## config.mk

```make
export PLATFORM = sky130hd
export DESIGN_NAME = u2_ctrl_core
export DESIGN_NICKNAME = d
export VERILOG_FILES = /design/src/verilog/u2_ctrl_pkg.sv /design/src/verilog/misc_ctrl_regs.sv /design/src/verilog/readback_mux.sv /design/src/verilog/setting_reg.sv /design/src/verilog/simple_timer.sv /design/src/verilog/time_64bit.sv /design/src/verilog/u2_ctrl_core.sv
export SDC_FILE = /design/constraint.sdc
export NUM_CORES = 1
export LEC_CHECK = 0
export ABC_AREA = 0
export BUFFER_PORTS_ARGS = -buffer_cell sky130_fd_sc_hd__buf_2
export CORE_MARGIN = 2
export CORE_UTILIZATION = 45
export CTS_CLUSTER_SIZE = 28
export DETAILED_ROUTE_END_ITERATION = 12
export MAX_ROUTING_LAYER = met4
export PLACE_DENSITY = 0.66
export SETUP_SLACK_MARGIN = 0.02
export SYNTH_ARGS = -nofsm -noshare
export SYNTH_HDL_FRONTEND = slang
export SYNTH_HIERARCHICAL = 1
export SYNTH_SLANG_ARGS = --single-unit
```

## constraint.sdc

```tcl
create_clock -name dsp_clk -period 3.35 [get_ports dsp_clk]
set_clock_uncertainty 0.15 [all_clocks]
set_input_delay 0.1675 -clock dsp_clk [delete_from_list [all_inputs] [get_ports dsp_clk]]
set_output_delay 0.1675 -clock dsp_clk [all_outputs]
set_load 0.01 [all_outputs]
```

## src/verilog/u2_ctrl_pkg.sv

```systemverilog
/*
 * Radio core slow-control definitions
 * Settings bus addresses and widths, register payload types,
 * VITA time format and readback word map
 */
package u2_ctrl_pkg;

   //////////////////////////////
   // Settings bus
   //////////////////////////////
   localparam int SET_AW = 8;
   localparam int SET_DW = 32;

   typedef logic [SET_AW-1:0] set_addr_t;
   typedef logic [SET_DW-1:0] set_data_t;

   // Register bases, offsets added where used
   localparam set_addr_t SR_MISC     = 8'd0;
   localparam set_addr_t SR_SIMTIMER = 8'd8;
   localparam set_addr_t SR_TIME64   = 8'd10;

   //////////////////////////////
   // Control payloads
   //////////////////////////////
   typedef struct packed {
      logic       clock_ready;
      logic [1:0] clk_en;
      logic [1:0] clk_sel;
   } clock_ctrl_t;

   typedef struct packed {
      logic enable;
      logic prbsen;
      logic loopen;
      logic rx_en;
   } serdes_ctrl_t;

   typedef struct packed {
      logic oe_a;
      logic on_a;
      logic oe_b;
      logic on_b;
   } adc_ctrl_t;

   typedef logic [7:0] led_t;

   // Status LEDs start under hardware control
   localparam led_t LED_SRC_RESET = 8'b0001_1110;

   //////////////////////////////
   // Time and readback
   //////////////////////////////
   typedef struct packed {
      logic [31:0] secs;
      logic [31:0] ticks;
   } vita_time_t;

   localparam int unsigned TICKS_PER_SEC_DEFAULT = 100_000_000;

   typedef logic [3:0]  rb_addr_t;
   typedef logic [31:0] rb_word_t;

   // Bump when the register map changes
   localparam rb_word_t COMPAT_NUM = 32'd6;

   localparam rb_addr_t RB_SIM     = 4'd9;
   localparam rb_addr_t RB_TIME_HI = 4'd10;
   localparam rb_addr_t RB_TIME_LO = 4'd11;
   localparam rb_addr_t RB_COMPAT  = 4'd12;
   localparam rb_addr_t RB_IRQ     = 4'd13;
   localparam rb_addr_t RB_PPS_HI  = 4'd14;
   localparam rb_addr_t RB_PPS_LO  = 4'd15;

endpackage
```

## src/verilog/misc_ctrl_regs.sv

```systemverilog
/*
 * Misc control registers
 * Clock generator, SERDES, ADC and PHY reset controls, plus the
 * per-bit LED select between hardware status and software value
 */
module misc_ctrl_regs
   import u2_ctrl_pkg::*;
(
   input  logic         dsp_clk,
   input  logic         reset_i,
   input  logic         set_stb_i,
   input  set_addr_t    set_addr_i,
   input  set_data_t    set_data_i,
   input  logic         clk_status_i,
   input  logic         serdes_link_up_i,
   output clock_ctrl_t  clock_ctrl_o,
   output serdes_ctrl_t serdes_ctrl_o,
   output adc_ctrl_t    adc_ctrl_o,
   output logic         phy_resetn_o,
   output led_t         leds_o
);

   led_t led_sw;
   led_t led_src;
   led_t led_hw;
   logic phy_reset;

   //////////////////////////////
   // Pin control registers
   //////////////////////////////
   setting_reg #(.payload_t(clock_ctrl_t), .my_addr(set_addr_t'(SR_MISC + 0))) sr_clk (
      .dsp_clk, .reset_i, .set_stb_i, .set_addr_i, .set_data_i, .out_o(clock_ctrl_o)
   );

   setting_reg #(.payload_t(serdes_ctrl_t), .my_addr(set_addr_t'(SR_MISC + 1))) sr_ser (
      .dsp_clk, .reset_i, .set_stb_i, .set_addr_i, .set_data_i, .out_o(serdes_ctrl_o)
   );

   setting_reg #(.payload_t(adc_ctrl_t), .my_addr(set_addr_t'(SR_MISC + 2))) sr_adc (
      .dsp_clk, .reset_i, .set_stb_i, .set_addr_i, .set_data_i, .out_o(adc_ctrl_o)
   );

   // Register is active high, the pin is active low
   setting_reg #(.payload_t(logic), .my_addr(set_addr_t'(SR_MISC + 4))) sr_phy (
      .dsp_clk, .reset_i, .set_stb_i, .set_addr_i, .set_data_i, .out_o(phy_reset)
   );

   assign phy_resetn_o = ~phy_reset;

   //////////////////////////////
   // LEDs
   //////////////////////////////
   setting_reg #(.payload_t(led_t), .my_addr(set_addr_t'(SR_MISC + 3))) sr_led (
      .dsp_clk, .reset_i, .set_stb_i, .set_addr_i, .set_data_i, .out_o(led_sw)
   );

   // Source bit 1 selects hardware, 0 selects software
   setting_reg #(
      .payload_t(led_t),
      .my_addr  (set_addr_t'(SR_MISC + 6)),
      .at_reset (LED_SRC_RESET)
   ) sr_led_src (
      .dsp_clk, .reset_i, .set_stb_i, .set_addr_i, .set_data_i, .out_o(led_src)
   );

   assign led_hw = {5'b0, clk_status_i, serdes_link_up_i, 1'b0};
   assign leds_o = (led_src & led_hw) | (~led_src & led_sw);

endmodule

```

## src/verilog/readback_mux.sv

```systemverilog
/*
 * Status readback
 * Registered selection of 16 status words, acknowledged one
 * cycle after the request strobe
 */
module readback_mux
   import u2_ctrl_pkg::*;
(
   input  logic       dsp_clk,
   input  logic       reset_i,
   input  logic       rb_stb_i,
   input  rb_addr_t   rb_addr_i,
   input  rb_word_t   sim_word_i,
   input  rb_word_t   irq_word_i,
   input  vita_time_t vita_time_i,
   input  vita_time_t vita_time_pps_i,
   output rb_word_t   rb_data_o,
   output logic       rb_ack_o
);

   rb_word_t word_sel;

   // Words 0 to 8 are unused
   always_comb begin
      case (rb_addr_i)
         RB_SIM:     word_sel = sim_word_i;
         RB_TIME_HI: word_sel = vita_time_i.secs;
         RB_TIME_LO: word_sel = vita_time_i.ticks;
         RB_COMPAT:  word_sel = COMPAT_NUM;
         RB_IRQ:     word_sel = irq_word_i;
         RB_PPS_HI:  word_sel = vita_time_pps_i.secs;
         RB_PPS_LO:  word_sel = vita_time_pps_i.ticks;
         default:    word_sel = '0;
      endcase
   end

   always_ff @(posedge dsp_clk) begin
      if (rb_stb_i) begin
         rb_data_o <= word_sel;
      end
   end

   always_ff @(posedge dsp_clk) begin
      if (reset_i) begin
         rb_ack_o <= 1'b0;
      end else begin
         rb_ack_o <= rb_stb_i;
      end
   end

endmodule

```

## src/verilog/setting_reg.sv

```systemverilog
/*
 * Settings register
 * Holds one payload loaded from the low data bits when the
 * strobed address matches its own
 */
module setting_reg
   import u2_ctrl_pkg::*;
#(
   parameter type       payload_t = set_data_t,
   parameter set_addr_t my_addr   = '0,
   parameter payload_t  at_reset  = '0
) (
   input  logic      dsp_clk,
   input  logic      reset_i,
   input  logic      set_stb_i,
   input  set_addr_t set_addr_i,
   input  set_data_t set_data_i,
   output payload_t  out_o
);

   localparam int PW = $bits(payload_t);

   always_ff @(posedge dsp_clk) begin
      if (reset_i) begin
         out_o <= at_reset;
      end else if (set_stb_i && (set_addr_i == my_addr)) begin
         out_o <= payload_t'(set_data_i[PW-1:0]);
      end
   end

endmodule

```

## src/verilog/simple_timer.sv

```systemverilog
/*
 * Simple timer
 * One-time countdown interrupt and a periodic interrupt, both
 * loaded from the settings bus
 */
module simple_timer
   import u2_ctrl_pkg::*;
(
   input  logic      dsp_clk,
   input  logic      reset_i,
   input  logic      set_stb_i,
   input  set_addr_t set_addr_i,
   input  set_data_t set_data_i,
   output logic      onetime_int_o,
   output logic      periodic_int_o
);

   set_data_t onetime_cnt;
   set_data_t period;
   set_data_t periodic_cnt;
   logic      onetime_wr;
   logic      period_wr;

   assign onetime_wr = set_stb_i && (set_addr_i == set_addr_t'(SR_SIMTIMER + 0));
   assign period_wr  = set_stb_i && (set_addr_i == set_addr_t'(SR_SIMTIMER + 1));

   // Count of N fires N cycles after the write, zero is idle
   always_ff @(posedge dsp_clk) begin
      if (reset_i) begin
         onetime_cnt <= '0;
      end else if (onetime_wr) begin
         onetime_cnt <= set_data_i;
      end else if (onetime_cnt != '0) begin
         onetime_cnt <= onetime_cnt - 32'd1;
      end
   end

   assign onetime_int_o = (onetime_cnt == 32'd1);

   // Reload from the period on every tick, period of zero stops it
   always_ff @(posedge dsp_clk) begin
      if (reset_i) begin
         period       <= '0;
         periodic_cnt <= '0;
      end else if (period_wr) begin
         period       <= set_data_i;
         periodic_cnt <= set_data_i;
      end else if (periodic_cnt == 32'd1) begin
         periodic_cnt <= period;
      end else if (periodic_cnt != '0) begin
         periodic_cnt <= periodic_cnt - 32'd1;
      end
   end

   assign periodic_int_o = (periodic_cnt == 32'd1);

endmodule

```

## src/verilog/time_64bit.sv

```systemverilog
/*
 * VITA time counter
 * Seconds and ticks counter with PPS synchronizer, time capture
 * at PPS, and an immediate or PPS-armed load of a held time
 */
module time_64bit
   import u2_ctrl_pkg::*;
#(
   parameter int unsigned ticks_per_sec = TICKS_PER_SEC_DEFAULT
) (
   input  logic       dsp_clk,
   input  logic       reset_i,
   input  logic       set_stb_i,
   input  set_addr_t  set_addr_i,
   input  set_data_t  set_data_i,
   input  logic       pps_i,
   output vita_time_t vita_time_o,
   output vita_time_t vita_time_pps_o,
   output logic       pps_int_o
);

   localparam set_data_t LAST_TICK = set_data_t'(ticks_per_sec - 1);

   set_data_t  secs_hold;
   set_data_t  ticks_hold;
   vita_time_t held_time;
   vita_time_t vita_next;
   logic       commit_wr;
   logic       load_armed;
   logic [1:0] pps_sync;
   logic       pps_del;

   //////////////////////////////
   // Pending load value
   //////////////////////////////
   setting_reg #(.payload_t(set_data_t), .my_addr(set_addr_t'(SR_TIME64 + 0))) sr_secs (
      .dsp_clk, .reset_i, .set_stb_i, .set_addr_i, .set_data_i, .out_o(secs_hold)
   );

   setting_reg #(.payload_t(set_data_t), .my_addr(set_addr_t'(SR_TIME64 + 1))) sr_ticks (
      .dsp_clk, .reset_i, .set_stb_i, .set_addr_i, .set_data_i, .out_o(ticks_hold)
   );

   assign held_time = {secs_hold, ticks_hold};
   assign commit_wr = set_stb_i && (set_addr_i == set_addr_t'(SR_TIME64 + 2));

   //////////////////////////////
   // PPS edge
   //////////////////////////////
   always_ff @(posedge dsp_clk) begin
      if (reset_i) begin
         pps_sync  <= '0;
         pps_del   <= 1'b0;
         pps_int_o <= 1'b0;
      end else begin
         pps_sync  <= {pps_sync[0], pps_i};
         pps_del   <= pps_sync[1];
         pps_int_o <= pps_sync[1] & ~pps_del;
      end
   end

   // Time of the PPS cycle
   always_ff @(posedge dsp_clk) begin
      if (pps_int_o) begin
         vita_time_pps_o <= vita_time_o;
      end
   end

   //////////////////////////////
   // Counter
   //////////////////////////////
   always_comb begin
      vita_next = vita_time_o;
      if (vita_time_o.ticks == LAST_TICK) begin
         vita_next.ticks = '0;
         vita_next.secs  = vita_time_o.secs + 32'd1;
      end else begin
         vita_next.ticks = vita_time_o.ticks + 32'd1;
      end
   end

   // Commit bit 0 set loads now, clear waits for the next PPS
   always_ff @(posedge dsp_clk) begin
      if (reset_i) begin
         vita_time_o <= '0;
         load_armed  <= 1'b0;
      end else begin
         if (commit_wr && set_data_i[0]) begin
            vita_time_o <= held_time;
         end else if (pps_int_o && load_armed) begin
            vita_time_o <= held_time;
         end else begin
            vita_time_o <= vita_next;
         end
         if (commit_wr) begin
            load_armed <= ~set_data_i[0];
         end else if (pps_int_o) begin
            load_armed <= 1'b0;
         end
      end
   end

endmodule

```

## src/verilog/u2_ctrl_core.sv

```systemverilog
/*
 * Radio core slow control
 * Settings-driven control pins, LEDs, timers, VITA time and
 * status readback on dsp_clk
 */
module u2_ctrl_core
   import u2_ctrl_pkg::*;
#(
   parameter int unsigned ticks_per_sec = TICKS_PER_SEC_DEFAULT
) (
   input  logic       dsp_clk,
   input  logic       reset_i,
   input  logic       set_stb_i,
   input  set_addr_t  set_addr_i,
   input  set_data_t  set_data_i,
   input  logic       rb_stb_i,
   input  rb_addr_t   rb_addr_i,
   input  logic       pps_i,
   input  logic       clk_status_i,
   input  logic       serdes_link_up_i,
   input  logic       phy_intn_i,
   input  logic       sim_mode_i,
   input  logic [3:0] clock_divider_i,
   output rb_word_t   rb_data_o,
   output logic       rb_ack_o,
   output logic       clock_ready_o,
   output logic [1:0] clk_en_o,
   output logic [1:0] clk_sel_o,
   output logic       ser_enable_o,
   output logic       ser_prbsen_o,
   output logic       ser_loopen_o,
   output logic       ser_rx_en_o,
   output logic       adc_oe_a_o,
   output logic       adc_on_a_o,
   output logic       adc_oe_b_o,
   output logic       adc_on_b_o,
   output logic       phy_resetn_o,
   output led_t       leds_o,
   output logic       onetime_int_o,
   output logic       periodic_int_o,
   output logic       pps_int_o
);

   clock_ctrl_t  clock_ctrl;
   serdes_ctrl_t serdes_ctrl;
   adc_ctrl_t    adc_ctrl;
   vita_time_t   vita_time;
   vita_time_t   vita_time_pps;
   rb_word_t     irq_word;
   rb_word_t     sim_word;
   logic         phy_int;

   //////////////////////////////
   // Control pins and LEDs
   //////////////////////////////
   misc_ctrl_regs u_misc (
      .dsp_clk, .reset_i, .set_stb_i, .set_addr_i, .set_data_i,
      .clk_status_i, .serdes_link_up_i,
      .clock_ctrl_o (clock_ctrl),
      .serdes_ctrl_o(serdes_ctrl),
      .adc_ctrl_o   (adc_ctrl),
      .phy_resetn_o, .leds_o
   );

   assign clock_ready_o = clock_ctrl.clock_ready;
   assign clk_en_o      = clock_ctrl.clk_en;
   assign clk_sel_o     = clock_ctrl.clk_sel;
   assign ser_enable_o  = serdes_ctrl.enable;
   assign ser_prbsen_o  = serdes_ctrl.prbsen;
   assign ser_loopen_o  = serdes_ctrl.loopen;
   assign ser_rx_en_o   = serdes_ctrl.rx_en;
   assign adc_oe_a_o    = adc_ctrl.oe_a;
   assign adc_on_a_o    = adc_ctrl.on_a;
   assign adc_oe_b_o    = adc_ctrl.oe_b;
   assign adc_on_b_o    = adc_ctrl.on_b;

   //////////////////////////////
   // Timers and time
   //////////////////////////////
   simple_timer u_timer (
      .dsp_clk, .reset_i, .set_stb_i, .set_addr_i, .set_data_i,
      .onetime_int_o, .periodic_int_o
   );

   time_64bit #(.ticks_per_sec(ticks_per_sec)) u_time (
      .dsp_clk, .reset_i, .set_stb_i, .set_addr_i, .set_data_i, .pps_i,
      .vita_time_o    (vita_time),
      .vita_time_pps_o(vita_time_pps),
      .pps_int_o
   );

   //////////////////////////////
   // Readback
   //////////////////////////////
   // PHY interrupt pin is open drain, active low
   assign phy_int = ~phy_intn_i;

   assign irq_word = {16'b0,
                      3'b0, periodic_int_o, clk_status_i, serdes_link_up_i, 2'b0,
                      pps_int_o, 2'b0, phy_int, 2'b0, onetime_int_o, 1'b0};

   assign sim_word = {sim_mode_i, 27'b0, clock_divider_i};

   readback_mux u_rb (
      .dsp_clk, .reset_i, .rb_stb_i, .rb_addr_i,
      .sim_word_i     (sim_word),
      .irq_word_i     (irq_word),
      .vita_time_i    (vita_time),
      .vita_time_pps_i(vita_time_pps),
      .rb_data_o, .rb_ack_o
   );

endmodule

```

# Word-level counts from Yosys, hierarchy flattened
# Cells that the tools add are included.
dict set report word_totals {
  ff_bits 356
  wordCells 94
  rom_bits 0
  latchBits 0
  inputBits 57
  ram_bits 0
  mem_count 0
}
dict set report op_classes {
  div 0
  addsub 4
  n_lt_le_gt_ge 0
  eq_ne 20
  shift 0
  multipliers 0
  mux 12
  bitwise_logic 9
  n_reduce_logical 20
}
# cell count
set op_table {}
lappend op_table {{32-bit 2-to-1 mux} 7}
lappend op_table {{32-bit case mux with 7 select lines} 1}
lappend op_table {{64-bit 2-to-1 mux} 2}
lappend op_table {{32-bit by 1-bit adder with 32-bit output, second input constant} 2}
lappend op_table {{32-bit by 1-bit == test with 1-bit output, second input constant} 2}
lappend op_table {{32-bit nonzero test} 2}
lappend op_table {{32-bit by 1-bit subtractor with 32-bit output, second input constant} 2}
lappend op_table {{8-bit by 4-bit == test with 1-bit output, second input constant} 5}
lappend op_table {{32-bit by 27-bit == test with 1-bit output, second input constant} 1}
lappend op_table {{4-bit == test, second input constant} 7}
lappend op_table {{8-bit by 2-bit == test with 1-bit output, second input constant} 2}
lappend op_table {{8-bit by 3-bit == test with 1-bit output, second input constant} 2}
lappend op_table {{1-bit logical AND} 13}
lappend op_table {{8-bit by 3-bit bitwise AND with 8-bit output} 1}
lappend op_table {{8-bit bitwise AND} 1}
lappend op_table {{8-bit by 1-bit == test with 1-bit output, second input constant} 1}
lappend op_table {{8-bit logical NOT} 1}
lappend op_table {{8-bit NOT} 1}
lappend op_table {{8-bit OR} 1}
lappend op_table {{3-bit nonzero test} 2}
lappend op_table {{1-bit NOT} 4}
lappend op_table {{2-bit nonzero test} 2}
lappend op_table {{1-bit 2-to-1 mux} 2}
lappend op_table {{1-bit bitwise AND} 1}

# Depth between registers and ports, before layout
dict set report logic_depth {
  depth_word 4
  depth_mapped 9
  ltp_nobuf 8
}

# By module
# The synthesis kept the hierarchy.
# mod n_inst seq_area_each_um2 cells_each area_each_um2
set modules_own_cells {}
lappend modules_own_cells {time_64bit 1 3303.2 551 5801.8}
lappend modules_own_cells {simple_timer 1 1921.8 633 5051.1}
lappend modules_own_cells {readback_mux 1 980.9 245 2640.0}
lappend modules_own_cells {{setting_reg at u_time.sr_secs} 1 640.6 142 1491.4}
lappend modules_own_cells {{setting_reg at u_time.sr_ticks} 1 640.6 141 1477.7}
lappend modules_own_cells {{setting_reg at u_misc.sr_adc ...} 2 80.1 19 214.0}
lappend modules_own_cells {{setting_reg at u_misc.sr_led} 1 160.2 36 386.6}
lappend modules_own_cells {{setting_reg at u_misc.sr_led_src} 1 160.2 37 367.9}
lappend modules_own_cells {{setting_reg at u_misc.sr_clk} 1 100.1 23 254.0}
lappend modules_own_cells {misc_ctrl_regs 1 0.0 9 71.3}
lappend modules_own_cells {{setting_reg at u_misc.sr_phy} 1 20.0 7 71.3}
lappend modules_own_cells {u2_ctrl_core 1 0.0 2 7.5}

# Worst setup path before layout
# No wires, ideal clock.
dict set report synth_path {
  kind {register to register}
  start {register u_time.pps_int_o}
  end {register u_time/vita_time_o[37] (netlist name)}
  setup_slack_ns 0.090
  arrival_time_ns 3.051
  required_ns 3.141
  period_less_slack_ns 3.260
  path_stages_with_launch 7
  path_cell_list {dfxtp_1 nand2_1 o31a_1 clkbuf_1 nor2_1 clkbuf_1 a22o_1}
}
dict set report synth_via {
  elab_chain_len 3
  word_cells_on_any_way 4
}
# item line_no
set synth_lines {}
lappend synth_lines {{start: declaration} time_64bit.sv:19} ;# output logic pps_int_o
lappend synth_lines {{start signal: assignment} time_64bit.sv:58} ;# pps_int_o <= pps_sync[1] & ~pps_del;
lappend synth_lines {{1-bit logical AND (*)} time_64bit.sv:90} ;# end else if (pps_int_o && load_armed) begin
lappend synth_lines {{64-bit 2-to-1 mux} time_64bit.sv:90}
lappend synth_lines {{64-bit 2-to-1 mux} time_64bit.sv:88} ;# if (commit_wr && set_data_i[0]) begin
lappend synth_lines {{end signal: assignment} time_64bit.sv:89} ;# vita_time_o <= held_time;
lappend synth_lines {{end signal: assignment} time_64bit.sv:91} ;# vita_time_o <= held_time;
lappend synth_lines {{end signal: assignment} time_64bit.sv:93} ;# vita_time_o <= vita_next;
lappend synth_lines {{end: declaration} time_64bit.sv:17} ;# output vita_time_t vita_time_o,
# Every way passes the cells marked *; elsewhere a longest branch is shown, timed or not.
# A chain may end at the register's enable or synchronous reset.

# Final worst setup path
dict set report layout_path {
  start {register u_timer.onetime_cnt[4]}
  end {register u_rb.rb_data_o[1], data pin}
}
dict set report layout_via {
  elab_chain_len 2
}
# item line_no
set layout_lines {}
lappend layout_lines {{start: declaration} simple_timer.sv:18} ;# set_data_t onetime_cnt;
lappend layout_lines {{start signal: assignment} simple_timer.sv:32} ;# onetime_cnt <= set_data_i;
lappend layout_lines {{start signal: assignment} simple_timer.sv:34} ;# onetime_cnt <= onetime_cnt - 32'd1;
lappend layout_lines {{32-bit by 1-bit == test with 1-bit output} simple_timer.sv:38} ;# assign onetime_int_o = (onetime_cnt == 32'd1);
lappend layout_lines {{32-bit case mux with 7 select lines} readback_mux.sv:25} ;# case (rb_addr_i)
lappend layout_lines {{via u_rb.word_sel[1]} readback_mux.sv:21} ;# rb_word_t word_sel;
lappend layout_lines {{end signal: assignment} readback_mux.sv:39} ;# rb_data_o <= word_sel;
lappend layout_lines {{end: declaration} readback_mux.sv:17} ;# output rb_word_t rb_data_o,
# The timed path passes the listed nets, and every way through them passes these cells.

==> key figures <==
Logic synthesis
  – Top post-synthesis cells by area: dfxtp_1 29%, edfxtp_1 16%, mux2i_1 7.4%, nand2b_1 6.6%, nand2_1 3.0%
  – Ys Warns: 6
  – Synth Instances: between 1500 and 2000
  – Top_reg_cell synth: dfxtp_1
  – Yosys top cell by area: dfxtp_1
  – Number of synthesized register bits: about 360
  – Sequential element share of the synthesized area: 0.448
  – Share of Yosys cell area claimed by the top area cell type: 0.288
  – Syn avg cell area: approximately 9.7 um^2
  – Post-synth ARST share: 0
  – Cell area after synthesis: around 18000 um^2
  – Synth cell types: a little over 90
  – Post-synth EDFFs: between 90 and 100

Place
  – Hpwl dp: ~35000 um
  – Port Buffers: 114
  – Placed Area: roughly 19000 um^2
  – Placed Instances: between 2000 and 2500
  – Gpl congestion: 0.902

Timing
  – Worst-Margin Slew: 909 ps
  – Min Hold Slack: ~29 ps
  – Max_slew headroom: 0.394
  – Final Hold Fails: 0
  – Post-route minimum period: between 3000 and 4000 ps
  – Fin. max-slew vios: 0
  – Fmax: 320 MHz
  – Setup_tns: 0 ps
  – RSZ-0062 raised after global routing: false
  – Final setup viols: 0
  – Fin crit share: 0.934

CTS
  – CTS tree: built
  – Clk slew on worst S/H paths: around 60 ps
  – Cts bufs inserted: 41
  – Post-CTS setup buffer count: 0
  – CTS sink cnt: roughly 360
  – Clock Latency Late Sink: around 570 ps
  – H-tree levels: 2
  – CTS Buffer Depth: 3
  – CTS root buf: clkbuf_16

Final layout
  – Diode count: 0
  – Share of cells above drive strength 1: 0.137
  – FF+latch area: between 8000 and 9000 um^2
  – Syn-to-layout area delta: 16.9%
  – Finished Layout Cells: 2597
  – Fill cell count: 3631
  – Multi-input gate area: around 9400 um^2
  – Design area: about 21000 um^2
  – Final nets: between 2000 and 2500

GRT
  – Largest net degree at the start of global routing: approximately 120
  – Most Crowded Layer GR: met2
  – Number of antenna violations at the first check in global routing: 0
  – Vias in the first global route: around 14000
  – Routing usage on met3: 0.0336
  – Met1 Track Usage GR: 0.333
  – First-pass GRT wire length: slightly below 80000 um
  – Remaining Overflow, GRT: 0
  – Tot GR Track Use: 0.248
  – Met2 Use GR: 0.380

Drt
  – WL per Instance: between 15 and 20 um
  – Vias: 14937
  – Iter 0 DRT Violations: roughly 1200
  – Routed vias/inst: between 5 and 6
  – DRT Pass-1 Iters: 6
  – Total wire length: about 50000 um
  – Antenna Violating Nets Remaining: 0
  – Post-route DRC: 0

Status
  – Status: complete, no violations

Pwr
  – Tot Pwr: approximately 13 mW
  – Switching part of the total: 0.311
  – Max VDD drop: approximately 0.68 mV
  – Comb power frac: 0.244
  – Pleak: ~7.5 nW
  – Internal Pwr Total: between 8 and 9 mW
  – PD cells: just over 600 nW/um^2
  – Flop pwr share: 0.393
  – Clock power share: 0.364
  – Sw power: between 4 and 5 mW

Die
  – Die H: a little over 200 um
  – I/O Pins: about 120
  – Initial core utilization: 0.455
  – Die footprint: ~42000 um^2
  – # rows: 73
  – Die Width: 204 um
  – Core Region: about 40000 um^2

Setup path
  – Crit path max fanout: 5
  – CP Launch Type: flop
  – CP Cell Sequence: nor4_2 > nand3_1 > nor4_1 > buf_4 > nand2b_1 > a221oi_1 > o31a_1 > dlygate4sd3_1
  – Crit path required time: about 3600 ps
  – CP arrival: ~3400 ps
  – CP Class: flop to flop
  – Critical path endpoint category: flop
  – Crit path max-delay cell type: dlygate4sd3_1
  – Max incr delay on CP: around 540 ps

Min path
  – HP Class: input pin to flop

Run
  – Maxcap violations: 0
==> area by class of cell <==
type / instances / share of cell area
Tap cell: 525 / 0.0311
Multi-Input combinational cell: 1416 / 0.447
Sequential cell: 356 / 0.383
Inverter: 22 / 0.00391
Clock buffer: 58 / 0.0570
Clock inverter: 17 / 0.0103
Timing Repair Buffer: 203 / 0.0674
==> synth_stat cells (16+ instances only) <==
| cell type | number |
|---|---|
| a22oi_1 | 25 |
| a21oi_1 | 52 |
| nor3_1 | 62 |
| nand2b_1 | 189 |
| buf_2 | 17 |
| xnor2_1 | 44 |
| inv_1 | 21 |
| and3_1 | 20 |
| o211ai_1 | 18 |
| nand3_1 | 48 |
| nand3b_1 | 17 |
| dfxtp_1 | 260 |
| o21ai_0 | 47 |
| nand2_1 | 146 |
| nor2b_1 | 16 |
| nor4_1 | 55 |
| nand4_1 | 36 |
| a211oi_1 | 37 |
| clkbuf_1 | 75 |
| nor2_1 | 121 |
| mux2i_1 | 134 |
| edfxtp_1 | 96 |
| xor2_1 | 40 |
| a311oi_1 | 19 |
| or3_1 | 18 |
==> power by group through the flow <==
stage	registers, mW	logic, mW	clock network (mW)
after detailed placement	5.13	3.02	0
after floorplan	5.08	2.36	0
after global routing	5.11	3.48	4.96
after global placement	5.12	2.98	0
after CTS	5.05	3.10	4.78
final	5.08	3.15	4.70
==> registers in the layout, indices dropped and copies added (netlist names), 2 cells and up <==
name and cells:
u_timer/periodic_cnt 32, u_timer/period 32, u_time/pps_sync 2, u_time/vita_time_o 64, u_misc/sr_led_src/out_o 8, u_time/vita_time_pps_o 64, u_misc/sr_adc/out_o 4, u_time/sr_secs/out_o 32
u_rb/rb_data_o 32, u_misc/sr_led/out_o 8, u_misc/sr_clk/out_o 5, u_misc/sr_ser/out_o 4, u_time/sr_ticks/out_o 32, u_timer/onetime_cnt 32
==> worst max-delay path: cells and delay by family (launching register included) <==
family,cells,cell delay [ps]
AOI/OAI and AO/OA,2,420
buffers and inverters,2,790
DFF,1,350
and+or+nand+nor,4,1300
==> cell usage in the layout (no fill, tap or decap), types with 34 or more instances in the layout <==
cell / synthesis / layout
dlygate4sd3_1: 0 / 51
nand2b_1: 189 / 188
clkbuf_16: 0 / 42
nand2_1: 146 / 146
nand3_1: 48 / 48
o21ai_0: 47 / 47
dfxtp_1: 260 / 259
nor4_1: 55 / 53
mux2i_1: 134 / 134
buf_2: 17 / 113
a211oi_1: 37 / 37
buf_4: 11 / 34
nor2_1: 121 / 120
a21oi_1: 52 / 52
xnor2_1: 44 / 44
edfxtp_1: 96 / 96
nand4_1: 36 / 36
xor2_1: 40 / 40
conb_1: 1 / 53
nor3_1: 62 / 62
==> kinds of logic (layout without fill, tap and decap cells) <==
family | after synthesis | count (layout) | synth area share
AND/OR/NAND/NOR | 833 | 833 | 0.267
XOR/XNOR | 84 | 84 | 0.0408
adder cells (fa/ha/maj) | 8 | 8 | 0.00555
flip-flops | 356 | 356 | 0.448
AO/OA/AOI/OAI | 296 | 296 | 0.116
multiplexers | 142 | 142 | 0.0810
buffers and inverters | 144 | 300 | 0.0417
other | 1 | 53 | 0.000208
==> metal layers <==
| layer | part of all wire | vias up |
|---|---|---|
| met5 | 0 | - |
| met4 | 0.032 | 0 |
| met2 | 0.45 | 490 |
| met3 | 0.055 | 109 |
| li1 | - | 7162 |
| met1 | 0.46 | 7176 |
==> per-stage QoR <==
stage | utilization | setup slack [ps]
floorplan | - | 89.9
global placement | 0.483 | 524
detailed placement | 0.483 | 500
CTS | 0.532 | 164
global route | 0.532 | 41.3
finish | 0.532 | 222
==> final timing paths <==
kind                                  startpoint                             endpoint  slack, ps  cells after the start
min                                set_addr_i[3]  u_misc/sr_ser/out_o[0]$_SDFFE_PP0P_         30                      3
min reg2reg            u_time/pps_del$_SDFF_PP0_          u_time/pps_int_o$_SDFF_PP0_        230                      1
max reg2reg  u_timer/onetime_cnt[4]$_SDFFE_PP0P_          u_rb/rb_data_o[1]$_DFFE_PP_        220                      8
max          u_timer/onetime_cnt[4]$_SDFFE_PP0P_          u_rb/rb_data_o[1]$_DFFE_PP_        220                      8
==> what timing repair did <==
action,in CTS,in global routing
gates resized for setup,0,3
endpoints found under the setup margin,0,1
hold buffers,51,0
hold endpoints to repair,205,0
(Power assumes the default switching activity.)
